$ cat config.mk
export PLATFORM = sky130hd
export DESIGN_NAME = bilinear_write
export DESIGN_NICKNAME = d
export VERILOG_FILES = /design/src/design/scaler_pkg.sv /design/src/design/bilinear_write.sv
export VERILOG_INCLUDE_DIRS = /design/src /design/src/design
export SDC_FILE = /design/constraint.sdc
export NUM_CORES = 1
export LEC_CHECK = 0
export ABC_AREA = 1
export BUFFER_PORTS_ARGS = -buffer_cell sky130_fd_sc_hd__buf_2
export CAP_MARGIN = 15
export CELL_PAD_IN_SITES_DETAIL_PLACEMENT = 0
export CELL_PAD_IN_SITES_GLOBAL_PLACEMENT = 1
export CORE_MARGIN = 2
export CORE_UTILIZATION = 52
export CTS_CLUSTER_DIAMETER = 50
export DETAILED_ROUTE_END_ITERATION = 10
export PLACE_DENSITY_LB_ADDON = 0.15
export SYNTH_ARGS = -nofsm -noshare
export SYNTH_HDL_FRONTEND = slang
export SYNTH_SLANG_ARGS = --single-unit
export TNS_END_PERCENT = 1
$ cat constraint.sdc
create_clock -name clk -period 17.39 [get_ports clk]
set_clock_uncertainty 0.1 [all_clocks]
set_input_delay 3.478 -clock clk [delete_from_list [all_inputs] [get_ports clk]]
set_output_delay 3.478 -clock clk [all_outputs]
set_load 0.02 [all_outputs]
$ cat src/design/scaler_params.svh
// Scaler build constants
// Memory geometry, output image base, FIFO depth and operation accounting

`ifndef SCALER_PARAMS_SVH
`define SCALER_PARAMS_SVH

// Shared byte memory
`define SCALER_ADDR_W        12
`define SCALER_MEM_DEPTH     4096

// Output image starts half way up the memory
`define SCALER_OUT_BASE      2048

// Quad buffer between fetch and interpolation
`define SCALER_FIFO_DEPTH    4

// Multiplies and adds charged per interpolated pixel
`define SCALER_OPS_PER_PIXEL 8

`endif
$ cat src/design/scaler_pkg.sv
// Scaler types
// Vector typedefs for addresses, samples and coordinates, plus the fetch FSM states

`include "scaler_params.svh"

package scaler_pkg;

    // Byte address into the shared memory
    typedef logic [`SCALER_ADDR_W-1:0] addr_t;

    // One grey sample
    typedef logic [7:0] pixel_t;

    // Image dimension or coordinate
    typedef logic [7:0] dim_t;

    // Unsigned Q0.8 scale factor
    typedef logic [7:0] scale_t;

    // Interpolation weight as value/256
    typedef logic [7:0] frac_t;

    // Performance counter
    typedef logic [31:0] count_t;

    // Producer FSM
    typedef enum logic [2:0] {
        IDLE,
        MAP,
        READ,
        PUSH,
        DONE
    } fetch_state_t;

endpackage

$ cat src/design/bilinear_write.sv
// Bilinear interpolator and writer
// Two registered blend stages per quad, then holds the write until the memory takes it

`include "scaler_params.svh"

module bilinear_write (
    input  logic                clk,
    input  logic                rst,
    input  logic                empty,
    output logic                pop,
    input  scaler_pkg::pixel_t  p00,
    input  scaler_pkg::pixel_t  p01,
    input  scaler_pkg::pixel_t  p10,
    input  scaler_pkg::pixel_t  p11,
    input  scaler_pkg::frac_t   fx,
    input  scaler_pkg::frac_t   fy,
    input  scaler_pkg::addr_t   addr,
    output logic                wr_req,
    output scaler_pkg::addr_t   wr_addr,
    output scaler_pkg::pixel_t  wr_data,
    input  logic                wr_grant,
    input  logic                ext_write,
    output logic                written,
    output scaler_pkg::count_t  op_count,
    output scaler_pkg::count_t  write_count
);

    logic                s1_valid;
    logic [15:0]         top_mix;
    logic [15:0]         bot_mix;
    scaler_pkg::frac_t   fy_s1;
    scaler_pkg::addr_t   addr_s1;
    logic [8:0]          wx;
    logic [8:0]          wy;
    logic [15:0]         h_top;
    logic [15:0]         h_bot;
    logic [24:0]         v_sum;

    // One quad in flight at a time
    assign pop = !empty && !s1_valid && !wr_req;

    // ==================================================
    // Horizontal blend of top and bottom rows
    // ==================================================
    assign wx    = 9'd256 - {1'b0, fx};
    assign h_top = {8'd0, p00} * {7'd0, wx} + {8'd0, p01} * {8'd0, fx};
    assign h_bot = {8'd0, p10} * {7'd0, wx} + {8'd0, p11} * {8'd0, fx};

    // ==================================================
    // Vertical blend into a Q16 result
    // ==================================================
    assign wy    = 9'd256 - {1'b0, fy_s1};
    assign v_sum = {9'd0, top_mix} * {16'd0, wy} + {9'd0, bot_mix} * {17'd0, fy_s1};

    always_ff @(posedge clk) begin
        if (pop) begin
            top_mix <= h_top;
            bot_mix <= h_bot;
            fy_s1   <= fy;
            addr_s1 <= addr;
        end
        if (s1_valid) begin
            wr_data <= v_sum[23:16];
            wr_addr <= addr_s1;
        end
    end

    always_ff @(posedge clk or posedge rst) begin
        if (rst) begin
            s1_valid    <= 1'b0;
            wr_req      <= 1'b0;
            written     <= 1'b0;
            op_count    <= '0;
            write_count <= '0;
        end else begin
            s1_valid <= pop;
            written  <= wr_grant;
            if (s1_valid) begin
                wr_req <= 1'b1;
            end else if (wr_grant) begin
                wr_req <= 1'b0;
            end
            if (wr_grant) begin
                op_count <= op_count + scaler_pkg::count_t'(`SCALER_OPS_PER_PIXEL);
            end
            // External writes are counted here as well
            if (wr_grant || ext_write) begin
                write_count <= write_count + 32'd1;
            end
        end
    end

endmodule

==> results of run 1 <==
==> state kept, by name, summed over array words and instances (netlist names), 8 cells and up <==
signal and cells:
fy_s1 8, bot_mix 16, addr_s1 12, wr_addr 12, top_mix 16, write_count 32, wr_data 8, op_count 29
==> final cells by class <==
class / count / area, sq um / area share
diodes: 1 / 2.50 / 0.0000974
clock buffers: 17 / 425 / 0.0166
clock inverters: 15 / 130 / 0.00507
inverters: 881 / 3310 / 0.129
multi-input cells: 1837 / 16500 / 0.643
flip-flops and latches: 136 / 3760 / 0.147
well taps: 600 / 751 / 0.0292
repair buffers: 156 / 801 / 0.0312
==> worst max-delay path: stages <==
cell	delay, ns
buf_2	0.10
buf_4	0.25
inv_1	0.10
ha_1	0.19
nand2_1	0.08
nor2_1	0.16
nand2_1	0.10
o21ai_0	0.17
nand2_1	0.13
inv_1	0.42
nand2_1	0.15
fa_1	0.56
inv_1	0.05
fa_1	0.55
fa_1	0.45
fa_1	0.54
inv_1	0.05
fa_1	0.39
fa_1	0.51
inv_1	0.04
ha_1	0.34
a21o_1	0.20
a21boi_0	0.25
nand3_1	0.17
nand2_1	0.09
nand2_1	0.06
xor2_1	0.14
==> logic make-up after synthesis <==
kind of cell | after synthesis | synth area share
AO/OA/AOI/OAI | 76 | 0.0175
multiplexers | 1 | 0.000470
other | 1 | 0.000157
adder cells (fa/ha/maj) | 625 | 0.459
XOR/XNOR | 92 | 0.0346
buffers and inverters | 972 | 0.154
AND/OR/NAND/NOR | 1040 | 0.177
flip-flops | 136 | 0.157
==> worst paths after layout <==
kind                                    to  depth (start not counted)  slack [ns]       start
min                             wr_addr[4]                          0        0.32  addr_s1[4]
max in group asynchronous     op_count[23]                          3       13.47         rst
min in group asynchronous  write_count[17]                          3        3.17         rst
max                            bot_mix[13]                         27        7.74       fx[0]
max reg2reg                     wr_data[7]                         26       10.01    fy_s1[1]
min reg2reg                     wr_addr[4]                          0        0.32  addr_s1[4]
==> metal layers <==
layer / track usage / share of wire
met5: 0 / 0
met4: 0.0789 / 0.025
met3: 0.0317 / 0.034
met1: 0.327 / 0.42
met2: 0.487 / 0.53
==> through the flow <==
stage | utilization | cells | worst slack [ns] | hold slack [ns]
3_5_place_dp | 0.554 | 3609 | 7.28 | 0.305
5_1_grt | 0.566 | 3643 | 7.30 | 0.322
2_1_floorplan | - | 2945 | 6.25 | 0.300
4_1_cts | 0.566 | 3641 | 7.75 | 0.318
6_report | 0.566 | 3643 | 7.74 | 0.317
3_3_place_gp | 0.554 | 3609 | 7.49 | 0.300
==> placed cells by master, fill, tap and decap left out, types with 20 or more instances in the layout <==
master    synthesis  routed
nand3_1          66      66
nand4_1          27      27
nor3_1           21      20
buf_2             5     148
nor2_1          201     201
xor2_1           56      56
nand2_1         693     693
dfrtp_1          64      64
ha_1            203     203
a21oi_1          39      39
inv_1           877     876
xnor2_1          33      33
edfxtp_1         72      72
fa_1            422     422
==> flow_summary.toml, run 1 <==
[setup_path]
worstPathArrival_ns = 9.75
cp_max_fo = 34
cp-end-kind = "flip-flop"
worst-setup-path-type = "input port to flip-flop"
required_ns = 17.49
critPathLaunchType = "input port"

[clock_network]
cts_setup_buffers = 0
cts_buffer_depth = 2
h-tree-depth = 4
cts-root-buf = "clkbuf_16"
cts_tree = "yes"
cts_buffers = 17
clk_latency_ns = 0.46
cts_resized = 0
clk_pin_slew_ns = 0.06
clock-sinks = 136
cts_hold_buf = 0

[sta]
worstMarginPinSlew_ns = 1.13
setup_violations = 0
final_max_slew_viol_count = 0
fin_crit_sh = 0.555
timing.final.crit_period_ns = 9.65
rsz0062_at_grt = "no"
hold_viol = 0
fin_setup_tns_ns = 0
clock.fmax_ghz = 0.104
max-slew-margin-rel = 0.248

[layout]
fillers = 4310
finalInstanceArea_sq_mm = 0.0257
drive_gt1_frac = 0.0717
finalNetCount = 3719
synthToLayoutAreaGrowth_pct = 7.22

[global_route]
grt_usage = 0.266
antenna_found_initial = 1
grt_max_degree = 65
overflow = 0
grt_pass1_vias = 19900
grt_pass1_wl_um = 99000

[logic_synthesis]
synth_top_area_share = 0.353
netlist_top_cells_count = "inv_1, nand2_1, fa_1"
synthTopCellsByArea = "fa_1, inv_1, nand2_1"
syn_inst = 2943
synth_area_sq_mm = 0.0240
synth-main-ff-cell = "edfxtp_1"
syn_area_per_cell_sq_um = 8.14
synth.most_common_cell = "inv_1"
yosys_warnings = 0
synthDistinctLibCells = 45
seq_area_frac_synth = 0.157
ys_seq_elements = 136
synth_top_cell_by_area = "fa_1"
synthArstFlopShare = 0.471
synth_edf_count = 72

[floorplanning]
initial_core_util = 0.528
die_w_um = 219
dieArea_sq_mm = 0.0478
ioPinCount = 152
die_y_um = 219
row_count = 78
coreArea_sq_mm = 0.0454

[drt]
drc = 0
drt-initial-drc-count = 980
detail_route.wl_per_cell_um = 16.1
ant_nets = 0
via_per_inst = 4.95
first_pass_iters = 5
vias = 18000
totalWireLength_um = 58500

[flow_run]
drv_cap = 0

[placement]
dpl.hpwl_um = 49200
place_area_sq_mm = 0.0251
place_congestion = 0.906
port_buffers = 148

[min_path]
hp-class = "flip-flop to flip-flop"

[status]
outcome = "finished, final reports clean"
Power of run 1 is not shown: default switching activity piles up to over one toggle a cycle in this logic, so the estimate is an artifact.
==> run 2: changes to the inputs <==
Settings changed: ABC_AREA 1 to 0, CORE_UTILIZATION 52 to 45.
Clock period 17.39 ns to 8.6 ns, I/O delays scaled along.
==> flow_summary.toml, run 2 <==
[status]
outcome = "finished, final reports clean"

[drt]
ant_nets = 0
drc = 0
totalWireLength_um = 51300
drt-initial-drc-count = 607
wl_met2_um = 26400
first_pass_iters = 5
vias = 14900
via_per_inst = 4.85
detail_route.wl_per_cell_um = 16.6
top_layer = "met4"
wl_met3_um = 1340
m1WireLength_um = 22600

[logic_synthesis]
ys_seq_elements = 136
syn_inst = 2283
synth_area_sq_mm = 0.0224
yosys_warnings = 0
synth_edf_count = 72
syn_area_per_cell_sq_um = 9.81
synth_top_cell_by_area = "fa_1"
synth_top_area_share = 0.377
synth.most_common_cell = "inv_1"
synthTopCellsByArea = "fa_1, ha_1, edfxtp_1"
synthDistinctLibCells = 58
synthArstFlopShare = 0.471
seq_area_frac_synth = 0.168
netlist_top_cells_count = "inv_1, fa_1, and2_1"
synth-main-ff-cell = "edfxtp_1"

[layout]
regArea_sq_mm = 0.00376
multi_input_area_sq_mm = 0.0163
layout_commonest_cell = "inv_1"
finalInstanceArea_sq_mm = 0.0245
top_register = "write_count"
drive_gt1_frac = 0.0971
largest_register_ffs = 32
mostFrequentLayoutCells = "inv_1, fa_1, and2_1"
reg.largest.list = "write_count (32), op_count (29)"
diodes = 0
fillers = 4707
synthToLayoutAreaGrowth_pct = 9.29
finalNetCount = 3097

[clock_network]
cts_buffer_depth = 2
cts-root-buf = "clkbuf_16"
cts_tree = "yes"
cts_buffers = 17
h-tree-depth = 4
clk_pin_slew_ns = 0.07
cts_resized = 0
cts_hold_buf = 0
clock-sinks = 136
cts_setup_buffers = 0
clk_latency_ns = 0.45

[setup_path]
path_cells = "buf_2 > inv_1 > ha_1 > nand2_1 > or3_4 > xor2_1 > buf_4 > nand2_1 > fa_1 > fa_1 > fa_1 > fa_1 > fa_1 > fa_1 > inv_1 > ha_1 > nor2b_1 > or4_1 > a21o_1 > a31o_2 > a21oi_1 > xnor2_1"
r2r_slack_ns = 0.89
worstReg2RegStart = "fy_s1[3]"
worstPathArrival_ns = 7.96
startpoint = "fx[1]"
slowest_stage = "fa_1"
ff2ff_path_depth = 23
path_common_cell = "fa_1"
r2r-end = "wr_data[4]"
critPathLaunchType = "input port"
required_ns = 8.68
cp-end-kind = "flip-flop"
crit_end = "bot_mix[15]"
max_stage_delay_ns = 0.56
worst-setup-path-type = "input port to flip-flop"
cp_max_fo = 6

[min_path]
hp-class = "flip-flop to flip-flop"

[sta]
setup_violations = 0
clock.fmax_ghz = 0.127
hold_viol = 0
fin_crit_sh = 0.916
timing.final.crit_period_ns = 7.88
fin_ws_ns = 0.719
final_max_slew_viol_count = 0
fin_setup_tns_ns = 0
max-slew-margin-rel = 0.423
rsz0062_at_grt = "no"
worstMarginPinSlew_ns = 0.859

[placement]
post-place-ws_ns = 0.244
port_buffers = 148
place_congestion = 0.844
place_area_sq_mm = 0.0239
dpl.hpwl_um = 43100

[global_route]
antenna_found_initial = 0
overflow = 0
grt_pass1_wl_um = 87300
grt_pass1_vias = 16700
grt_max_degree = 65
grt_usage = 0.219

[flow_run]
drv_cap = 0

[floorplanning]
initial_core_util = 0.457
row_count = 81
coreArea_sq_mm = 0.0491
die_y_um = 227
dieArea_sq_mm = 0.0516
die_w_um = 227
ioPinCount = 152
run 2: changes by cell type after synthesis, sizes merged, moves of 7 or more:
cell,delta
and2,+309
inv,-340
nand4,-10
nand2,-427
nor2,-166
a211oi,+7
nor3,-11
clkbuf,-14
xor2,-18
a21oi,-11
o21ai,-7
xnor2,+47
nand3,-40
and3,+9
run 2: logic make-up (layout without fill, tap and decap cells):
| group | after synthesis | in the layout | share of synthesized area |
|---|---|---|---|
| and+or+nand+nor | 713 | 713 | 0.168 |
| buffers and inverters | 614 | 749 | 0.104 |
| AOI/OAI and AO/OA | 71 | 71 | 0.0211 |
| muxes | 2 | 2 | 0.00101 |
| other | 1 | 3 | 0.000167 |
| DFF | 136 | 136 | 0.168 |
| xor gates and xnor gates | 121 | 121 | 0.0473 |
| adders and majority gates | 625 | 625 | 0.490 |
run 2: worst min-delay path by stage:
stage | start | end | slack (ns) | depth (start not counted)
floorplan | addr_s1[0] | wr_addr[0] | 0.30 | 0
global placement | addr_s1[7] | wr_addr[7] | 0.30 | 0
detailed placement | addr_s1[2] | wr_addr[2] | 0.30 | 0
CTS | addr_s1[1] | wr_addr[1] | 0.32 | 0
global route | addr_s1[1] | wr_addr[1] | 0.33 | 0
finish | addr_s1[1] | wr_addr[1] | 0.32 | 0
run 2: stage by stage:
stage	hold slack, ns	utilization	std cells
finish	0.320	0.499	3084
global route	0.329	0.499	3084
CTS	0.321	0.499	3084
detailed placement	0.305	0.487	3052
global placement	0.302	0.487	3052
floorplan	0.300	-	2285
run 2: critical path: cells and delay by family:
kind	cells	cell delay, ns
xor+xnor	2	0.59
compound gates	3	0.57
buf+inv	4	0.45
fa+ha+maj	8	3.48
simple gates	5	1.12
run 2: layer usage:
layer,vias to the layer above,global-route usage
li1,6999,-
met4,0,0.0544
met3,49,0.0214
met2,212,0.390
met5,-,0
met1,7686,0.286
run 2: area by class of cell:
cell class	count	share of cell area
clock inverters	15	0.00654
repair buffers	178	0.0394
inverters	539	0.0826
multi-input cells	1535	0.666
clock buffers	17	0.0174
flip-flops and latches	136	0.154
well taps	664	0.0339
Power of run 2 is left out for the same reason.
