$ cat config.mk
export PLATFORM = sky130hd
export DESIGN_NAME = quad_fetch
export DESIGN_NICKNAME = d
export VERILOG_FILES = /design/src/design/scaler_pkg.sv /design/src/design/quad_fetch.sv
export VERILOG_INCLUDE_DIRS = /design/src /design/src/design
export SDC_FILE = /design/constraint.sdc
export NUM_CORES = 1
export LEC_CHECK = 0
export BUFFER_PORTS_ARGS = -buffer_cell sky130_fd_sc_hd__buf_2
export CAP_MARGIN = 20
export CELL_PAD_IN_SITES_DETAIL_PLACEMENT = 1
export CELL_PAD_IN_SITES_GLOBAL_PLACEMENT = 2
export CORE_MARGIN = 3
export CORE_UTILIZATION = 35
export DETAILED_ROUTE_END_ITERATION = 10
export GPL_TIMING_DRIVEN = 0
export PLACE_DENSITY_LB_ADDON = 0.25
export SLEW_MARGIN = 30
export SYNTH_ARGS = -nofsm -noshare
export SYNTH_HDL_FRONTEND = slang
export SYNTH_SLANG_ARGS = --single-unit
export TNS_END_PERCENT = 10
$ cat constraint.sdc
create_clock -name clk -period 14.36 [get_ports clk]
set_clock_uncertainty 0.15 [all_clocks]
set_input_delay 1.436 -clock clk [delete_from_list [all_inputs] [get_ports clk]]
set_output_delay 1.436 -clock clk [all_outputs]
set_load 0.03 [all_outputs]
$ cat src/design/scaler_params.svh
// Scaler build constants
// Memory geometry, output image base, FIFO depth and operation accounting

`ifndef SCALER_PARAMS_SVH
`define SCALER_PARAMS_SVH

// Shared byte memory
`define SCALER_ADDR_W        12
`define SCALER_MEM_DEPTH     4096

// Output image starts half way up the memory
`define SCALER_OUT_BASE      2048

// Quad buffer between fetch and interpolation
`define SCALER_FIFO_DEPTH    4

// Multiplies and adds charged per interpolated pixel
`define SCALER_OPS_PER_PIXEL 8

`endif
$ cat src/design/scaler_pkg.sv
// Scaler types
// Vector typedefs for addresses, samples and coordinates, plus the fetch FSM states

`include "scaler_params.svh"

package scaler_pkg;

    // Byte address into the shared memory
    typedef logic [`SCALER_ADDR_W-1:0] addr_t;

    // One grey sample
    typedef logic [7:0] pixel_t;

    // Image dimension or coordinate
    typedef logic [7:0] dim_t;

    // Unsigned Q0.8 scale factor
    typedef logic [7:0] scale_t;

    // Interpolation weight as value/256
    typedef logic [7:0] frac_t;

    // Performance counter
    typedef logic [31:0] count_t;

    // Producer FSM
    typedef enum logic [2:0] {
        IDLE,
        MAP,
        READ,
        PUSH,
        DONE
    } fetch_state_t;

endpackage

$ cat src/design/quad_fetch.sv
// Quad fetch
// Walks the output raster, maps each pixel into the source through the Q8.8
// reciprocal and reads the four clamped neighbours for the interpolator

`include "scaler_params.svh"

module quad_fetch (
    input  logic               clk,
    input  logic               rst,
    input  logic               run,
    input  scaler_pkg::dim_t   in_width,
    input  scaler_pkg::dim_t   in_height,
    input  scaler_pkg::scale_t scale,
    input  scaler_pkg::dim_t   out_width,
    input  scaler_pkg::dim_t   out_height,
    output logic               rd_req,
    output scaler_pkg::addr_t  rd_addr,
    input  logic               rd_grant,
    input  scaler_pkg::pixel_t rdata,
    input  logic               full,
    output logic               push,
    output scaler_pkg::pixel_t q_p00,
    output scaler_pkg::pixel_t q_p01,
    output scaler_pkg::pixel_t q_p10,
    output scaler_pkg::pixel_t q_p11,
    output scaler_pkg::frac_t  q_fx,
    output scaler_pkg::frac_t  q_fy,
    output scaler_pkg::addr_t  q_addr,
    output logic               done
);

    scaler_pkg::fetch_state_t state;
    scaler_pkg::dim_t         x;
    scaler_pkg::dim_t         y;
    scaler_pkg::dim_t         x0;
    scaler_pkg::dim_t         x1;
    scaler_pkg::dim_t         y0;
    scaler_pkg::dim_t         y1;
    scaler_pkg::frac_t        fx;
    scaler_pkg::frac_t        fy;
    scaler_pkg::pixel_t       quad [0:3];
    logic [1:0]               idx;
    logic [1:0]               pend_idx;
    logic                     pend;

    logic [16:0]              inv;
    logic [24:0]              map_x;
    logic [24:0]              map_y;
    scaler_pkg::dim_t         nx;
    scaler_pkg::dim_t         ny;
    scaler_pkg::dim_t         row;
    scaler_pkg::dim_t         col;
    logic [15:0]              src_off;
    logic [15:0]              dst_off;
    logic                     last_x;
    logic                     last_y;

    // ==================================================
    // Coordinate mapping
    // ==================================================
    assign inv   = (scale == 8'd0) ? 17'd256 : 17'h10000 / {9'd0, scale};
    assign map_x = {17'd0, x} * {8'd0, inv};
    assign map_y = {17'd0, y} * {8'd0, inv};

    // Right and bottom neighbours stop at the last column and row
    assign nx = (map_x[15:8] >= in_width - 8'd1) ? in_width - 8'd1 : map_x[15:8] + 8'd1;
    assign ny = (map_y[15:8] >= in_height - 8'd1) ? in_height - 8'd1 : map_y[15:8] + 8'd1;

    // idx bit 0 picks the column, bit 1 the row
    assign row     = idx[1] ? y1 : y0;
    assign col     = idx[0] ? x1 : x0;
    assign src_off = {8'd0, row} * {8'd0, in_width} + {8'd0, col};
    assign dst_off = {8'd0, y} * {8'd0, out_width} + {8'd0, x};

    assign last_x = (x == out_width - 8'd1);
    assign last_y = (y == out_height - 8'd1);

    assign rd_req  = (state == scaler_pkg::READ);
    assign rd_addr = scaler_pkg::addr_t'(src_off);
    assign push    = (state == scaler_pkg::PUSH) && !full;
    assign done    = (state == scaler_pkg::DONE);

    // Last byte may still be on rdata in the first PUSH cycle
    assign q_p00  = quad[0];
    assign q_p01  = quad[1];
    assign q_p10  = quad[2];
    assign q_p11  = pend ? rdata : quad[3];
    assign q_fx   = fx;
    assign q_fy   = fy;
    assign q_addr = scaler_pkg::addr_t'(`SCALER_OUT_BASE + dst_off);

    // ==================================================
    // Raster FSM
    // ==================================================
    always_ff @(posedge clk or posedge rst) begin
        if (rst) begin
            state <= scaler_pkg::IDLE;
            x     <= '0;
            y     <= '0;
            idx   <= '0;
            pend  <= 1'b0;
        end else begin
            pend <= rd_grant;
            case (state)
                scaler_pkg::IDLE: begin
                    if (run) begin
                        x <= '0;
                        y <= '0;
                        if (out_width == 8'd0 || out_height == 8'd0) begin
                            state <= scaler_pkg::DONE;
                        end else begin
                            state <= scaler_pkg::MAP;
                        end
                    end
                end
                scaler_pkg::MAP: begin
                    idx   <= '0;
                    state <= scaler_pkg::READ;
                end
                scaler_pkg::READ: begin
                    if (rd_grant) begin
                        idx <= idx + 2'd1;
                        if (idx == 2'd3) begin
                            state <= scaler_pkg::PUSH;
                        end
                    end
                end
                scaler_pkg::PUSH: begin
                    if (!full) begin
                        if (!last_x) begin
                            x     <= x + 8'd1;
                            state <= scaler_pkg::MAP;
                        end else if (!last_y) begin
                            x     <= '0;
                            y     <= y + 8'd1;
                            state <= scaler_pkg::MAP;
                        end else begin
                            state <= scaler_pkg::DONE;
                        end
                    end
                end
                scaler_pkg::DONE: begin
                    if (!run) begin
                        state <= scaler_pkg::IDLE;
                    end
                end
                default: state <= scaler_pkg::IDLE;
            endcase
        end
    end

    // Neighbour coordinates, fractions and fetched bytes
    always_ff @(posedge clk) begin
        if (state == scaler_pkg::MAP) begin
            x0 <= map_x[15:8];
            y0 <= map_y[15:8];
            x1 <= nx;
            y1 <= ny;
            fx <= map_x[7:0];
            fy <= map_y[7:0];
        end
        if (rd_grant) begin
            pend_idx <= idx;
        end
        if (pend) begin
            quad[pend_idx] <= rdata;
        end
    end

endmodule

==> results.md, run 1 <==
- Total CTS buffers: 9
- Worst Path Arrival: 35120 ps
- Port bufs: 119
- Sink Count: 104
- Largest cells by area after synthesis: fa_1 19%, ha_1 12%, edfxtp_1 12%, inv_1 5.5%, xnor2_1 5.2%
- # H-tree levels: 3
- Hold Buf Count CTS: 0
- Initial antenna violation count: 0
- Placed Area: 23400 µm²
- Worst Hold Class: flip-flop to flip-flop
- Post-Synthesis Cells: 2500
- Post-synth EDFFs: 82
- Worst R2R Setup Slack: 7040 ps
- Bufs on Longest Clock Path: 2
- Reg clk slew, reported paths: 90 ps
- GRT Total Usage: 0.237
- Final setup viols: 48
- Mean Syn Cell Area: 8.41 µm²
- WL per Instance: 20.4 µm
- Initial DRT Pass Iterations: 5
- Gp weighted congestion: 0.909
- Violated checks: setup timing
- Core area: 59200 µm²
- Crit end category: flip-flop
- Initial Util: 0.355
- RSZ-0062 raised after global routing: true
- Design area: 27600 µm²
- Post-DRT Antenna Nets: 0
- Vias in the first global route: 22.1k
- Post-synth top area cell: fa_1
- Slew @ Worst Pin: 1040 ps
- Syn nets: 2959
- Routed via count: 20.0k
- Die span in y: 251 µm
- Period minus WS final: 35160 ps
- I/O pins: 128
- Crit path launch: scale[4]
- Global-route wire length before repair: 120000 µm
- HPWL after detailed placement: 56600 µm
- Synth Register Bits: 104
- Final period utilization: 2.45
- Yosys warning count: 0
- Critical path required time: 14330 ps
- Die Wd: 251 µm
- Clock network latency to the later pin of the worst-skew pair: 380 ps
- Status: finished, violations left
- CP max-delay cell: fa_1
- Post-layout nets: 3403
- Worst Setup EP: x1[0]$_DFFE_PP_
- Overflow after GRT: 0
- Setup WS post-layout: -20800 ps
- Top cell by count, worst path: buf_4
- Critical R2R Capture: x1[0]$_DFFE_PP_
- Initial DRC Count: 841
- WHS Path Cells: 0
- Pre-CTS WS: -26810 ps
- Final WL: 76100 µm
- CTS tree: built
- Largest net degree at the start of global routing: 49
- Area growth syn-to-layout: 31.4%
- Ys async rst share: 0.212
- Worst setup SP type: input pin
- Ys flop type: edfxtp_1
- Crit Path Class: input pin to flip-flop
- Netlist cell types: 107
- Crit path largest cell delay: 580 ps
- Max frequency: 28.4 MHz
- Area share of the largest cell type after synthesis: 0.188
- Commonest cells in the netlist: 307 x inv_1, 279 x nand2_1, 208 x ha_1
- Remaining DRCs: 0
- Clock root cell: clkbuf_16
- Die footprint: 63100 µm²
- Max-slew headroom: 0.307
- Hold Vio Cnt, Final: 0
- Crit path max fanout: 10
- R2R Path Start: x[3]$_DFFE_PP0P_
- Most frequent cell after synthesis: inv_1
- FF-to-FF path depth: 25
- Drt via density: 5.38
- Mapped cell area: 21000 µm²
- Min Hold Slack: 347 ps
- Maxcap violations: 0
- Cell Rows: 89
- Register area share after synthesis: 0.143
- Fin. max-slew vios: 0
- Layout cells sized above 1: 0.287
metal layers:
metal / share of wire / GRT usage / up-vias
met1: 0.41 / 0.278 / 10100
met4: 0.034 / 0.0893 / 0
li1: - / - / 9406
met2: 0.53 / 0.449 / 353
met3: 0.026 / 0.0164 / 147
met5: 0 / 0 / -
placed cells by master, fill, tap and decap left out, types with 57 or more instances in the layout:
| cell type | count |
|---|---|
| a21oi_1 | 86 |
| nor2_1 | 122 |
| ha_1 | 164 |
| nand2_1 | 269 |
| a21o_1 | 57 |
| edfxtp_1 | 82 |
| clkbuf_1 | 66 |
| buf_4 | 303 |
| buf_2 | 117 |
| nor3_1 | 74 |
| inv_1 | 289 |
| fa_1 | 193 |
| xnor2_1 | 115 |
worst min path at each step:
stage	endpoint	from
global placement	pend_idx[1]$_DFFE_PP_	idx[1]$_DFFE_PP0P_
global route	pend_idx[1]$_DFFE_PP_	idx[1]$_DFFE_PP0P_
detailed placement	pend_idx[0]$_DFFE_PP_	idx[0]$_DFFE_PP0P_
floorplan	pend_idx[1]$_DFFE_PP_	idx[1]$_DFFE_PP0P_
CTS	pend_idx[0]$_DFFE_PP_	idx[0]$_DFFE_PP0P_
finish	pend_idx[1]$_DFFE_PP_	idx[1]$_DFFE_PP0P_
logic make-up (layout without fill, tap and decap cells):
kind of cell | Yosys count | after routing | synth area share
AO/OA/AOI/OAI | 515 | 515 | 0.171
XOR/XNOR | 182 | 182 | 0.0761
adder cells (fa/ha/maj) | 408 | 408 | 0.313
buffers and inverters | 420 | 869 | 0.0776
flip-flops | 104 | 104 | 0.143
multiplexers | 65 | 65 | 0.0340
other | 0 | 1 | 0
AND/OR/NAND/NOR | 806 | 806 | 0.185
state kept, by name, summed over array words and instances, names as in the netlist:
name / flops
q_fy: 8
y: 8
x: 8
q_fx: 8
pend: 1
quad: 32
idx: 2
x1: 8
pend_idx: 2
y0: 8
x0: 8
state: 3
y1: 8
worst max-delay path: cells and delay by family:
kind,cells,cell delay [ps]
xor+xnor,2,320
buf+inv,46,5970
fa+ha+maj,22,6930
compound gates,76,13060
simple gates,41,6160
mux,4,1130
final cells by class:
cell class              instances  area [µm²]
clock inverters                 7         100
repair buffers                433        3040
clock buffers                   9         225
inverters                     315        1200
well taps                     773         967
multi-input cells            1976       18300
fillers                      6918       31600
plain buffers                 105         816
flip-flops and latches        104        3010
diodes                          1        2.50
through the flow:
stage          instances  TNS (ps)   util
2_1_floorplan       2500   -870140      -
3_3_place_gp        3392  -1173640  0.395
3_5_place_dp        3392  -1199130  0.395
4_1_cts             3670   -894280  0.454
5_1_grt             3722   -995820  0.466
6_report            3723   -920090  0.466
what timing repair did:
action | 4_1_cts | 5_1_grt
cloned | 1 | 0
resized for setup | 213 | 64
pin swaps | 188 | 110
buffers inserted | 261 | 53
setup endpoints to repair | 48 | 48
Power of run 1 is not shown: default switching activity piles up to over one toggle a cycle in this logic, so the estimate is an artifact.
==> run 2, diff against run 1 <==
Settings changed: BUFFER_PORTS_ARGS -buffer_cell sky130_fd_sc_hd__buf_2 to -buffer_cell sky130_fd_sc_hd__clkbuf_2.
Clock period 14.36 ns to 40.8 ns, I/O delays scaled along.
==> results.md, run 2 (same netlist as run 1, synthesis figures left out) <==
- CP max-delay cell: fa_1
- Crit path max fanout: 10
- Worst setup SP type: input pin
- CTS tree: built
- Drt via density: 5.39
- Antenna diodes: 0
- Most frequent cells in the layout: 301 x inv_1, 274 x nand2_1, 197 x fa_1, 189 x ha_1, 148 x buf_4
- Crit Path Class: input pin to flip-flop
- Maxcap violations: 0
- Initial antenna violation count: 0
- Final period utilization: 0.963
- Post-DRT Antenna Nets: 0
- Largest register FFs: 32
- Initial Util: 0.355
- Status: completed
- Worst Path Arrival: 39260 ps
- Total CTS buffers: 9
- Top cell by count, worst path: a21o_1
- Largest net degree at the start of global routing: 49
- Initial DRC Count: 763
- # H-tree levels: 3
- I/O pins: 128
- Crit end category: flip-flop
- Top reg by flops: quad
- Crit path largest cell delay: 560 ps
- Worst R2R Setup Slack: 33130 ps
- Die span in y: 251 µm
- Overflow after GRT: 0
- Area growth syn-to-layout: 19.9%
- Max frequency: 25.4 MHz
- Critical path required time: 40760 ps
- Post-layout nets: 3235
- Gp weighted congestion: 0.880
- WL per Instance: 20.0 µm
- Fin. max-slew vios: 0
- Cell Rows: 89
- Final WL: 71200 µm
- Worst Hold Class: flip-flop to flip-flop
- Initial DRT Pass Iterations: 5
- GRT Total Usage: 0.222
- HPWL after detailed placement: 55900 µm
- Most common cell after layout, fill and taps aside: inv_1
- Sink Count: 104
- Final Util: 0.426
- Port bufs: 119
- Clock network latency to the later pin of the worst-skew pair: 380 ps
- Die footprint: 63100 µm²
- Remaining DRCs: 0
- Bufs on Longest Clock Path: 2
- Max-slew headroom: 0.305
- Routed via count: 19.1k
- Final setup viols: 0
- Hold Vio Cnt, Final: 0
- Slew @ Worst Pin: 1040 ps
- Die Wd: 251 µm
- Reg clk slew, reported paths: 80 ps
- Layout cells sized above 1: 0.196
- Global-route wire length before repair: 112000 µm
- Period minus WS final: 39290 ps
- Core area: 59200 µm²
- Vias in the first global route: 20.5k
- Clock root cell: clkbuf_16
## run 2: changes by cell type in the layout (fill, tap and decap cells not counted), sizes merged
cell | before | now
inv | 313 | 314
diode | 1 | 0
clkbuf | 89 | 197
clkinvlp | 3 | 2
buf | 458 | 182
## run 2: worst paths after layout
| check | from | end | cells after the start |
|---|---|---|---|
| max | scale[7] | x1[3]$_DFFE_PP_ | 193 |
| min | idx[1]$_DFFE_PP0P_ | pend_idx[1]$_DFFE_PP_ | 0 |
| max reg2reg | y[4]$_DFFE_PP0P_ | y1[3]$_DFFE_PP_ | 29 |
| min reg2reg | idx[1]$_DFFE_PP0P_ | pend_idx[1]$_DFFE_PP_ | 0 |
| max in group asynchronous | rst | pend$_DFF_PP0_ | 2 |
| min in group asynchronous | rst | state[1]$_DFFE_PP0P_ | 2 |
## run 2: layout make-up
type                            count  area, µm²
Tap cell                          773        967
Sequential cell                   104       3010
Clock inverter                      7       88.8
Buffer                            103        669
Multi-Input combinational cell   1976      17400
Clock buffer                        9        225
Timing Repair Buffer              267       1720
Fill cell                        7053      34000
Inverter                          315       1190
## run 2: per-stage QoR
stage          TNS, ps  cell area [µm²]  worst slack [ps]  cells  hold slack (ps)
2_1_floorplan        0            21000               442   2500              299
3_3_place_gp   -348690            22600             -9290   3392              322
3_5_place_dp   -382000            22600            -10030   3393              326
4_1_cts              0            24200              3.06   3490              346
5_1_grt          -4000            25200              -367   3554              364
6_report             0            25200              1510   3554              346
## run 2: worst max-delay path: cells and delay by family
kind,cells,cell delay (ps)
XOR/XNOR,1,240
AND/OR/NAND/NOR,49,7290
multiplexers,3,820
adder cells (fa/ha/maj),23,7670
AO/OA/AOI/OAI,90,15170
buffers and inverters,27,3840
## run 2: metal layers
layer | track usage | wire, µm | up-vias
li1 | - | - | 9067
met1 | 0.272 | 30900 | 9696
met2 | 0.416 | 36800 | 281
met3 | 0.0122 | 1330 | 101
met4 | 0.0673 | 2110 | 0
met5 | 0 | 0 | -
## run 2: what timing repair did
item / 4_1_cts / 5_1_grt
endpoints found under the setup margin: 48 / 37
hold buffers: 0 / 0
gates resized for setup: 161 / 122
pin swaps: 50 / 84
cloned: 0 / 1
buffers inserted: 82 / 64
Power of run 2 is left out for the same reason.
