<file path="config.mk">
export PLATFORM = sky130hd
export DESIGN_NAME = quad_fifo
export DESIGN_NICKNAME = d
export VERILOG_FILES = /design/src/design/scaler_pkg.sv /design/src/design/quad_fifo.sv
export VERILOG_INCLUDE_DIRS = /design/src /design/src/design
export SDC_FILE = /design/constraint.sdc
export NUM_CORES = 1
export LEC_CHECK = 0
export BUFFER_PORTS_ARGS = -buffer_cell sky130_fd_sc_hd__buf_2
export CORE_ASPECT_RATIO = 1.4
export CORE_MARGIN = 10
export CORE_UTILIZATION = 44
export DETAILED_ROUTE_END_ITERATION = 6
export HOLD_SLACK_MARGIN = 0.03
export PLACE_DENSITY = 0.71
export SYNTH_ARGS = -nofsm -noshare
export SYNTH_HDL_FRONTEND = slang
export SYNTH_SLANG_ARGS = --single-unit
</file>
<file path="constraint.sdc">
create_clock -name clk -period 2.95 [get_ports clk]
set_input_delay 0.1475 -clock clk [delete_from_list [all_inputs] [get_ports clk]]
set_output_delay 0.1475 -clock clk [all_outputs]
set_load 0.1 [all_outputs]
</file>
<file path="src/design/scaler_params.svh">
// Scaler build constants
// Memory geometry, output image base, FIFO depth and operation accounting

`ifndef SCALER_PARAMS_SVH
`define SCALER_PARAMS_SVH

// Shared byte memory
`define SCALER_ADDR_W        12
`define SCALER_MEM_DEPTH     4096

// Output image starts half way up the memory
`define SCALER_OUT_BASE      2048

// Quad buffer between fetch and interpolation
`define SCALER_FIFO_DEPTH    4

// Multiplies and adds charged per interpolated pixel
`define SCALER_OPS_PER_PIXEL 8

`endif
</file>
<file path="src/design/scaler_pkg.sv">
// Scaler types
// Vector typedefs for addresses, samples and coordinates, plus the fetch FSM states

`include "scaler_params.svh"

package scaler_pkg;

    // Byte address into the shared memory
    typedef logic [`SCALER_ADDR_W-1:0] addr_t;

    // One grey sample
    typedef logic [7:0] pixel_t;

    // Image dimension or coordinate
    typedef logic [7:0] dim_t;

    // Unsigned Q0.8 scale factor
    typedef logic [7:0] scale_t;

    // Interpolation weight as value/256
    typedef logic [7:0] frac_t;

    // Performance counter
    typedef logic [31:0] count_t;

    // Producer FSM
    typedef enum logic [2:0] {
        IDLE,
        MAP,
        READ,
        PUSH,
        DONE
    } fetch_state_t;

endpackage

</file>
<file path="src/design/quad_fifo.sv">
// Quad FIFO
// Circular buffer of fetched neighbour quads with their fractions and output address

`include "scaler_params.svh"

module quad_fifo (
    input  logic               clk,
    input  logic               rst,
    input  logic               push,
    input  logic               pop,
    input  scaler_pkg::pixel_t push_p00,
    input  scaler_pkg::pixel_t push_p01,
    input  scaler_pkg::pixel_t push_p10,
    input  scaler_pkg::pixel_t push_p11,
    input  scaler_pkg::frac_t  push_fx,
    input  scaler_pkg::frac_t  push_fy,
    input  scaler_pkg::addr_t  push_addr,
    output scaler_pkg::pixel_t head_p00,
    output scaler_pkg::pixel_t head_p01,
    output scaler_pkg::pixel_t head_p10,
    output scaler_pkg::pixel_t head_p11,
    output scaler_pkg::frac_t  head_fx,
    output scaler_pkg::frac_t  head_fy,
    output scaler_pkg::addr_t  head_addr,
    output logic               full,
    output logic               empty
);

    localparam int DEPTH   = `SCALER_FIFO_DEPTH;
    localparam int PTR_W   = $clog2(DEPTH);
    localparam int ENTRY_W = 6 * 8 + `SCALER_ADDR_W;

    logic [ENTRY_W-1:0] slots [0:DEPTH-1];
    logic [PTR_W-1:0]   wr_ptr;
    logic [PTR_W-1:0]   rd_ptr;
    logic [PTR_W:0]     count;
    logic               do_push;
    logic               do_pop;

    assign full    = (count == (PTR_W + 1)'(DEPTH));
    assign empty   = (count == '0);
    assign do_push = push && !full;
    assign do_pop  = pop && !empty;

    // Head entry is visible without a read cycle
    assign {head_p00, head_p01, head_p10, head_p11, head_fx, head_fy, head_addr} = slots[rd_ptr];

    always_ff @(posedge clk) begin
        if (do_push) begin
            slots[wr_ptr] <= {push_p00, push_p01, push_p10, push_p11,
                              push_fx, push_fy, push_addr};
        end
    end

    always_ff @(posedge clk or posedge rst) begin
        if (rst) begin
            wr_ptr <= '0;
            rd_ptr <= '0;
            count  <= '0;
        end else begin
            if (do_push) begin
                wr_ptr <= wr_ptr + PTR_W'(1);
            end
            if (do_pop) begin
                rd_ptr <= rd_ptr + PTR_W'(1);
            end
            count <= count + (PTR_W + 1)'(do_push) - (PTR_W + 1)'(do_pop);
        end
    end

endmodule

</file>
==> results of run 1 <==
## layout by cell type, fill, tap and decap left out, drive strengths merged, types with 4 or more instances in the layout
cell,instances
and3b,4
nand2b,4
clkinv,10
mux4,60
clkbuf,26
inv,7
xnor2,4
dfrtp,7
buf,136
edfxtp,240
dlygate4sd3,63
ha,6
## timing repair
item / in CTS / in global routing
endpoints found under the setup margin: 0 / 0
hold buffers: 63 / 0
endpoints found under the hold margin: 251 / 0
## cell type report
cell class                 instances  area share (%)
timing repair buffer             199            12.0
antenna                            2          0.0437
clock buffer                      26            5.12
tap                              256            2.80
inverter                           7           0.229
multi-input combinational         88            14.3
sequential                       247            64.5
clock inverter                    13           0.994
## cell families (layout without fill, tap and decap cells)
group | after synthesis | in the layout | synth area share, %
xor gates and xnor gates | 4 | 4 | 0.381
muxes | 60 | 60 | 14.8
and+or+nand+nor | 13 | 13 | 1.13
other | 0 | 2 | 0
buffers and inverters | 21 | 245 | 2.08
DFF | 247 | 247 | 80.3
adders and majority gates | 7 | 7 | 1.03
AOI/OAI and AO/OA | 4 | 4 | 0.340
## stage by stage
| stage | area (um^2) | hold slack, ps | setup slack [ps] | util [%] | cells |
|---|---|---|---|---|---|
| after CTS | 11400 | 121 | 297 | 55.7 | 836 |
| after detailed placement | 10100 | 103 | 673 | 49.2 | 734 |
| after global placement | 10100 | 94.1 | 800 | 49.2 | 734 |
| final | 11500 | 126 | 355 | 55.7 | 838 |
| after floorplan | 9200 | -49.1 | 119 | - | 356 |
| after global routing | 11500 | 169 | 215 | 55.7 | 837 |
## how the worst min path moves through the flow
stage | end | from | cells past startpoint | slack (ps)
6_report | count[0] | rst | 3 | 130
3_3_place_gp | count[0] | rst | 2 | 90
3_5_place_dp | count[0] | rst | 2 | 100
2_1_floorplan | count[0] | rst | 1 | -50
4_1_cts | count[0] | rst | 3 | 120
5_1_grt | count[0] | rst | 3 | 170
## metal layers
metal  wire length [um]  part of all wire [%]  vias to the layer above  GRT usage, %
met5                  0                     0                        -             0
met4                406                   2.3                        0          4.53
met2              10100                    57                       95          24.8
met1               6440                    36                     2264          14.7
met3                848                   4.8                       28          2.43
li1                   -                     -                     1953             -
## critical path, stage by stage, from the launching register on
cell and delay, ps:
dfrtp_4 680, buf_12 320, mux4_2 580, buf_2 320
## synth_stat cells, drive strengths merged (2+ instances only)
library cell	number	share of area (%)
edfxtp	240	78
mux4	60	15
buf	13	1.8
dfrtp	7	1.9
inv	7	0.29
ha	6	0.82
and3b	4	0.38
nand2b	4	0.27
xnor2	4	0.38
nand4bb	2	0.24
o211ai	2	0.16
## flip-flops by register name, summed over array words and instances (netlist names)
| signal | cells |
|---|---|
| count | 3 |
| rd_ptr | 2 |
| slots | 240 |
| wr_ptr | 2 |
==> summary.md, run 1 <==
| Metric | Value |
|---|---|
| Status | finished clean |
| FFs w/ async S/R, synth | 2.83% |
| Post-DP HPWL | between 10000 and 15000 um |
| Startpoint types | flop |
| Area Growth Syn to Fin | 24.5% |
| Die Ht | 191 um |
| Crit end category | output pin |
| Final Critical Period | 2600 ps |
| Post-synthesis net count | 427 |
| Die Wd | approximately 140 um |
| Total gr overflow | 0 |
| CTS tree | built |
| Vias in the first global route | 4964 |
| Register area | ~0.0074 mm^2 |
| Drt wl/cell | 21.3 um |
| Tot GR Track Use | 13.3% |
| Setup Buffers After CTS | 0 |
| Post-Route Skew | 15.1 ps |
| Maxcap violations | 0 |
| RePlAce Congestion | approximately 0.7 |
| Clock Latency Late Sink | roughly 500 ps |
| Synth Flop Type | edfxtp_1 |
| Core area | 0.0206 mm^2 |
| Min-Delay Path Class | input port to async pin |
| Post-Syn Area | 0.00920 mm^2 |
| Critical path class | flop to output pin |
| Yosys reg bits | 247 |
| Required @ worst endpoint | 2800 ps |
| Avg Cell Area, Syn | 25.8 um^2 |
| Via count | 4340 |
| Post-synth EDFFs | 240 |
| H-tree Lvls | 1 |
| Register area share after synthesis | 80.3% |
| Antenna Nets Post-Route | 0 |
| Initial antenna violation count | 1 |
| Layout cell share with drive strength beyond 1 | 39.8% |
| Cell Rows | 62 |
| CP endpoint | head_p11[4] |
| Vias per cell | around 5.2 |
| Clock buffer depth | 3 |
| Final nets | 637 |
| Fin Setup TNS | 0 ps |
| Setup crit start | rd_ptr[0] |
| Synth warnings | 0 |
| Worst slew margin | around 58% |
| # fillers | 1515 |
| CTS buffer count | 23 |
| IO Port Bufs | 125 |
| Top-level port count | 126 |
| Slew Limit Fails | 0 |
| Root buffer cell | clkbuf_16 |
| CP arrival | between 2000 and 2500 ps |
| Clock Pin Slew Worst Setup and Hold Paths | 60 ps |
| Tcrit/Tclk final | between 80% and 90% |
| Final number of hold-violating endpoints | 0 |
| Reg2Reg Setup Slack | approximately 590 ps |
| Slew @ Worst Pin | 630 ps |
| RSZ-0062 raised after global routing | false |
| Post-Syn Instances | 356 |
| CP max FO | 31 |
| R2r startpoint | count[1] |
| Area of the multi-input gates | 0.00164 mm^2 |
| R2R depth | 8 |
| Total die area | between 0.02 and 0.03 mm^2 |
| Initial Utilization | 44.7% |
| CTS resizes | 0 |
| Netlist cell types | 21 |
| DRT iter0 DRCs | 227 |
| Fmax | about 390 MHz |
| Drt drc | 0 |
| Clock Sink Count | 247 |
| First-pass GRT wire length | around 28000 um |
| Largest net degree at the start of global routing | 42 |
| DRT Wirelength | 17800 um |
| TritonRoute pass-1 iters | 4 |
| Reg2Reg Capture Point | count[2] |
| Setup-failing EPs final | 0 |
Power of run 1 is left out: the tool's default activity adds up to more than one toggle a clock period on the data nets, which glitch-free logic cannot reach.
==> run 2, diff against run 1 <==
--- a/config.mk
+++ b/config.mk
@@ -10,6 +10,7 @@
 export CORE_ASPECT_RATIO = 1.4
 export CORE_MARGIN = 10
 export CORE_UTILIZATION = 44
+export CTS_BUF_LIST = sky130_fd_sc_hd__clkbuf_2 sky130_fd_sc_hd__clkbuf_4 sky130_fd_sc_hd__clkbuf_8
 export DETAILED_ROUTE_END_ITERATION = 6
 export HOLD_SLACK_MARGIN = 0.03
 export PLACE_DENSITY = 0.71
==> run 2 against run 1 <==
Effect of this change:
- non-clock buffer count unchanged
- critical path type unchanged
- via count rose by 1.9%
- maximum frequency hardly changed
==> summary.md, run 2 (synthesized netlist as in run 1, its figures left out) <==
| Metric | Value |
|---|---|
| RePlAce Congestion | 0.709 (unchanged) |
| Setup-failing EPs final | 0 (unchanged) |
| Antenna Nets Post-Route | 0 (unchanged) |
| Tot GR Track Use | 13.6% (was 13.3%) |
| Status | finished clean (unchanged) |
| CTS buffer count | 37 (was 23) |
| Root buffer cell | clkbuf_8 (was clkbuf_16) |
| DRT iter0 DRCs | 217 (was 227) |
| CTS resizes | 0 (unchanged) |
| CTS Hold Buffers Added | 63 (unchanged) |
| Drt drc | 0 (unchanged) |
| CP arrival | 2450 ps (about the same) |
| First-pass GRT wire length | 28500 um (was 28300 um) |
| Commonest cells after routing, fill and taps aside | edfxtp_1 (240), buf_2 (125), dlygate4sd3_1 (63) (unchanged) |
| Crit end category | output pin (unchanged) |
| Top-level port count | 126 (unchanged) |
| DRT Wirelength | 18200 um (was 17800 um) |
| Slew Limit Fails | 0 (unchanged) |
| Met1 Use GR | 14.4% (was 14.7%) |
| Fin Setup TNS | 0 ps (unchanged) |
| Maxcap violations | 0 (unchanged) |
| Initial antenna violation count | 1 (unchanged) |
| # fillers | 1539 (was 1515) |
| Die Wd | 142 um (unchanged) |
| Post-Route Skew | 16.4 ps (was 15.1 ps) |
| Met3 Use GR | 2.91% (was 2.43%) |
| Largest regs | slots (240), count (3) (unchanged) |
| Core area | 0.0206 mm^2 (unchanged) |
| Reg2Reg Capture Point | count[2] (unchanged) |
| Vias per cell | 5.13 (was 5.18) |
| GRT busiest layer | met2 (unchanged) |
| Startpoint types | flop (unchanged) |
| Layout cell share with drive strength beyond 1 | 42.2% (was 39.8%) |
| R2r startpoint | count[1] (unchanged) |
| Cell Rows | 62 (unchanged) |
| Commonest non-fill, non-tap cell in the layout | edfxtp_1 (unchanged) |
| RSZ-0062 raised after global routing | false (unchanged) |
| IO Port Bufs | 125 (unchanged) |
| Via count | 4421 (was 4340) |
| Tcrit/Tclk final | 88.0% (about the same) |
| Area Growth Syn to Fin | 24.1% (was 24.5%) |
| Die Ht | 191 um (unchanged) |
| Fmax | 385 MHz (about the same) |
| Worst slew margin | 58.3% (was 58.0%) |
| Largest net degree at the start of global routing | 42 (unchanged) |
| Register area | 0.00739 mm^2 (unchanged) |
| Final Critical Period | 2590 ps (was 2600 ps) |
| Drt wl/cell | 21.1 um (was 21.3 um) |
| Number of flip-flops under the largest register name | 240 (unchanged) |
| Required @ worst endpoint | 2800 ps (about the same) |
| Most flops, register | slots (unchanged) |
| Post-DP HPWL | 11200 um (unchanged) |
| Initial Utilization | 44.7% (unchanged) |
| Clock Pin Slew Worst Setup and Hold Paths | 60 ps (about the same) |
| Reg2Reg Setup Slack | 660 ps (was 590 ps) |
| H-tree Lvls | 2 (was 1) |
| Min-Delay Path Class | input port to async pin (unchanged) |
| TritonRoute pass-1 iters | 4 (unchanged) |
| Final number of hold-violating endpoints | 0 (unchanged) |
| R2R depth | 8 (unchanged) |
| Total gr overflow | 0 (unchanged) |
| CTS tree | built (unchanged) |
| Critical path class | flop to output pin (unchanged) |
| Clock Sink Count | 247 (unchanged) |
| Final nets | 651 (was 637) |
| CP max FO | 31 (unchanged) |
| Area of the multi-input gates | 0.00164 mm^2 (unchanged) |
| Total die area | 0.0272 mm^2 (unchanged) |
| Clock Latency Late Sink | 510 ps (was 500 ps) |
| Setup Buffers After CTS | 0 (unchanged) |
| Vias in the first global route | 5095 (was 4964) |
| Slew @ Worst Pin | 625 ps (was 630 ps) |
| Met2 global-route usage | 25.3% (was 24.8%) |
| Clock buffer depth | 3 (unchanged) |
## run 2: cell count changes in the layout (fill, tap and decap cells not counted)
cell | previous run | this run
clkbuf_1 | 3 | 0
clkbuf_4 | 0 | 11
clkbuf_16 | 23 | 0
diode_2 | 2 | 1
clkinv_1 | 6 | 9
clkinv_4 | 1 | 0
clkinv_2 | 3 | 4
clkinvlp_4 | 1 | 2
clkbuf_8 | 0 | 37
bufinv_16 | 2 | 0
## run 2: layout make-up
type	count	share of cell area (%)
inverter	7	0.230
antenna	1	0.0219
sequential	247	64.7
multi-input combinational	88	14.4
tap	256	2.81
clock inverter	15	0.603
timing repair buffer	199	12.1
clock buffer	48	5.19
## run 2: worst max-delay path: stages, from the launching register on
cell	delay, ps
dfrtp_4	680
buf_12	320
mux4_2	570
buf_2	310
## run 2: worst max-delay path by stage
| stage | from | to | slack [ps] | cells after the start |
|---|---|---|---|---|
| final | rd_ptr[0] | head_p11[3] | 360 | 3 |
| after global placement | count[1] | count[2] | 800 | 8 |
| after CTS | rd_ptr[0] | head_p11[3] | 260 | 3 |
| after detailed placement | count[1] | count[2] | 670 | 8 |
| after floorplan | count[1] | slots[0][0] | 120 | 2 |
| after global routing | rd_ptr[0] | head_p11[4] | 190 | 3 |
## run 2: stage by stage
step / util, % / setup WS [ps] / area [um^2] / instances / hold WS [ps]
floorplan: - / 119 / 9200 / 356 / -49.1
global placement: 49.2 / 800 / 10100 / 734 / 94.1
detailed placement: 49.2 / 673 / 10100 / 734 / 103
CTS: 55.5 / 256 / 11400 / 860 / 90.5
global route: 55.5 / 192 / 11400 / 860 / 143
finish: 55.5 / 355 / 11400 / 861 / 119
## run 2: metal layers
| layer | vias up | share of wire, % |
|---|---|---|
| met2 | 97 | 57 |
| met1 | 2307 | 36 |
| met5 | - | 0 |
| met4 | 0 | 2.4 |
| li1 | 1985 | - |
| met3 | 32 | 4.1 |
Power of run 2 is left out for the same reason.
==> run 3, diff against run 2 <==
--- a/config.mk
+++ b/config.mk
@@ -12,8 +12,8 @@
 export CORE_UTILIZATION = 44
 export CTS_BUF_LIST = sky130_fd_sc_hd__clkbuf_2 sky130_fd_sc_hd__clkbuf_4 sky130_fd_sc_hd__clkbuf_8
 export DETAILED_ROUTE_END_ITERATION = 6
-export HOLD_SLACK_MARGIN = 0.03
-export PLACE_DENSITY = 0.71
+export HOLD_SLACK_MARGIN = 0.12
+export PLACE_DENSITY = 0.73
 export SYNTH_ARGS = -nofsm -noshare
 export SYNTH_HDL_FRONTEND = slang
 export SYNTH_SLANG_ARGS = --single-unit
==> constraint.sdc (replaced) <==
create_clock -name clk -period 2.1 [get_ports clk]
set_input_delay 0.105 -clock clk [delete_from_list [all_inputs] [get_ports clk]]
set_output_delay 0.105 -clock clk [all_outputs]
set_load 0.1 [all_outputs]
==> run 3 against run 2 <==
Effect of this change:
- the flow now finishes with violations (negative setup slack)
- clock-buffer cell count grew 3
- first-iteration DRC count grew 16%
- global-route usage grew 0.58 points
- critical path depth grew 1
==> summary.md, run 3 (synthesized netlist as in run 1, its figures left out) <==
| Metric | Value |
|---|---|
| CP arrival | 2060 ps (was 2450 ps) |
| Crit end category | output pin (unchanged) |
| CTS tree | built (unchanged) |
| RSZ-0062 raised after global routing | true (was false) |
| Hold Path Sink | slots[1][55] |
| Slew Limit Fails | 0 (unchanged) |
| Die Wd | 142 um (unchanged) |
| Tcrit/Tclk final | 103% |
| Largest net degree at the start of global routing | 39 (was 42) |
| Slew @ Worst Pin | 661 ps (was 625 ps) |
| First-pass GRT wire length | 29700 um (was 28500 um) |
| Antenna Nets Post-Route | 0 (unchanged) |
| Reg2Reg Setup Slack | -10 ps (was 660 ps) |
| Fmax | 461 MHz |
| Startpoint types | flop (unchanged) |
| Slowest cell on the critical path | mux4_2 (was dfrtp_4) |
| Number of flip-flops under the largest register name | 240 (unchanged) |
| Cell mode on critical path | buf_12 |
| Tot GR Track Use | 14.2% (was 13.6%) |
| # fillers | 1432 (was 1539) |
| Root buffer cell | clkbuf_8 (unchanged) |
| Maxcap violations | 0 (unchanged) |
| Area Growth Syn to Fin | 34.1% (was 24.1%) |
| Total die area | 0.0272 mm^2 (unchanged) |
| Min-Delay Path Class | input port to flop (was input port to async pin) |
| Beginning of the worst hold path | push_p00[3] |
| Commonest cells after routing, fill and taps aside | edfxtp_1 (240), buf_2 (65), dlygate4sd3_1 (64) (was edfxtp_1 (240), buf_2 (125), dlygate4sd3_1 (63)) |
| Vias per cell | 5.11 (was 5.13) |
| Failing checks | negative setup slack |
| Post-Route Skew | 21.6 ps (was 16.4 ps) |
| CTS buffer count | 38 (was 37) |
| Setup-failing EPs final | 37 (was 0) |
| DRT iter0 DRCs | 252 (was 217) |
| Clock Pin Slew Worst Setup and Hold Paths | 60 ps (about the same) |
| Final nets | 672 (was 651) |
| Worst slew margin | 55.4% (was 58.3%) |
| Cell family with most CP delay | multiplexers (was flip-flops) |
| Most flops, register | slots (unchanged) |
| TritonRoute pass-1 iters | 4 (unchanged) |
| Vias in the first global route | 5234 (was 5095) |
| Initial Utilization | 44.7% (unchanged) |
| Layout cell share with drive strength beyond 1 | 45.9% (was 42.2%) |
| Antenna cell count | 0 (was 1) |
| Core area | 0.0206 mm^2 (unchanged) |
| Clock Sink Count | 247 (unchanged) |
| Die Ht | 191 um (unchanged) |
| Crit. path cell count | 4 (was 3) |
| Setup ws final | -68.2 ps (was 355 ps) |
| Drt wl/cell | 21.6 um (was 21.1 um) |
| Top-level port count | 126 (unchanged) |
| DRT Wirelength | 19100 um (was 18200 um) |
| CP peak stage delay | 550 ps (was 680 ps) |
| Required @ worst endpoint | 2000 ps (was 2800 ps) |
| Commonest non-fill, non-tap cell in the layout | edfxtp_1 (unchanged) |
| Crit-path cells | buf_4 -> buf_12 -> mux4_2 -> buf_12 (was buf_12 -> mux4_2 -> buf_2) |
| Hold Crit Depth | 2 |
| Final Critical Period | 2170 ps |
| Reg2Reg Capture Point | count[2] (unchanged) |
| H-tree Lvls | 2 (unchanged) |
| Post-DP HPWL | 11300 um (was 11200 um) |
| Cell Rows | 62 (unchanged) |
| Total gr overflow | 0 (unchanged) |
| Clock buffer depth | 3 (unchanged) |
| IO Port Bufs | 125 (unchanged) |
| Critical path class | flop to output pin (unchanged) |
| Hold WS | 333 ps (was 119 ps) |
| Drt drc | 0 (unchanged) |
| Final number of hold-violating endpoints | 0 (unchanged) |
| RePlAce Congestion | 0.731 (was 0.709) |
| CP max FO | 6 (was 31) |
| R2R depth | 8 (unchanged) |
| Initial antenna violation count | 0 (was 1) |
| Status | finished with violations (was finished clean) |
| Via count | 4524 (was 4421) |
| Worst path buffer plus inverter count | 3 (was 2) |
| R2r startpoint | count[0] (was count[1]) |
| Clock Latency Late Sink | 530 ps (was 510 ps) |
| Largest regs | slots (240), count (3) (unchanged) |
-- run 3: changes by cell type in the layout (fill, tap and decap cells not counted), moves of 3 or more --
cell / before / now
and3b_2: 3 / 0
and3b_4: 1 / 4
buf_12: 3 / 18
buf_2: 125 / 65
buf_6: 0 / 52
buf_8: 0 / 6
clkbuf_16: 0 / 3
dfrtp_1: 5 / 2
dfrtp_2: 1 / 4
-- run 3: final cells by class --
cell class | instances | area (um^2) | area share, %
Clock buffer | 51 | 621 | 5.03
Timing Repair Buffer | 219 | 2180 | 17.7
Tap cell | 256 | 320 | 2.60
Multi-Input combinational cell | 88 | 1660 | 13.5
Sequential cell | 247 | 7390 | 59.9
Inverter | 7 | 26.3 | 0.213
Clock inverter | 17 | 138 | 1.12
-- run 3: timing repair --
item                                   in CTS  in global routing
setup endpoints to repair                  61                 61
hold buffers                               64                  0
buffers inserted                            8                  5
endpoints found under the hold margin     251                  0
gates resized for setup                   144                 12
pin swaps                                   0                  0
gates cloned                                3                  3
-- run 3: how the worst max path moves through the flow --
stage / start / endpoint / slack (ps)
floorplan: count[1] / empty / -530
global placement: count[1] / count[2] / 40
detailed placement: count[1] / count[2] / -80
CTS: rd_ptr[0] / head_addr[8] / -110
global route: rd_ptr[0] / head_p11[7] / -130
finish: rd_ptr[0] / head_addr[1] / -70
-- run 3: layer usage --
metal | up-vias | routed length [um] | global-route usage (%)
li1 | 2017 | - | -
met1 | 2344 | 6930 | 15.6
met2 | 128 | 10800 | 25.8
met3 | 35 | 924 | 3.03
met4 | 0 | 463 | 5.44
met5 | - | 0 | 0
-- run 3: stage by stage --
step           cell area (um^2)  std cells  worst slack, ps  setup TNS, ps  util [%]
2_1_floorplan              9220        356             -530         -63920         -
3_3_place_gp              10200        737             38.3              0      49.8
3_5_place_dp              10200        737            -77.2          -77.2      49.8
4_1_cts                   12200        880             -112          -2750      59.5
5_1_grt                   12300        885             -134          -4470      60.0
6_report                  12300        885            -68.2          -1290      60.0
Power of run 3 is left out for the same reason.
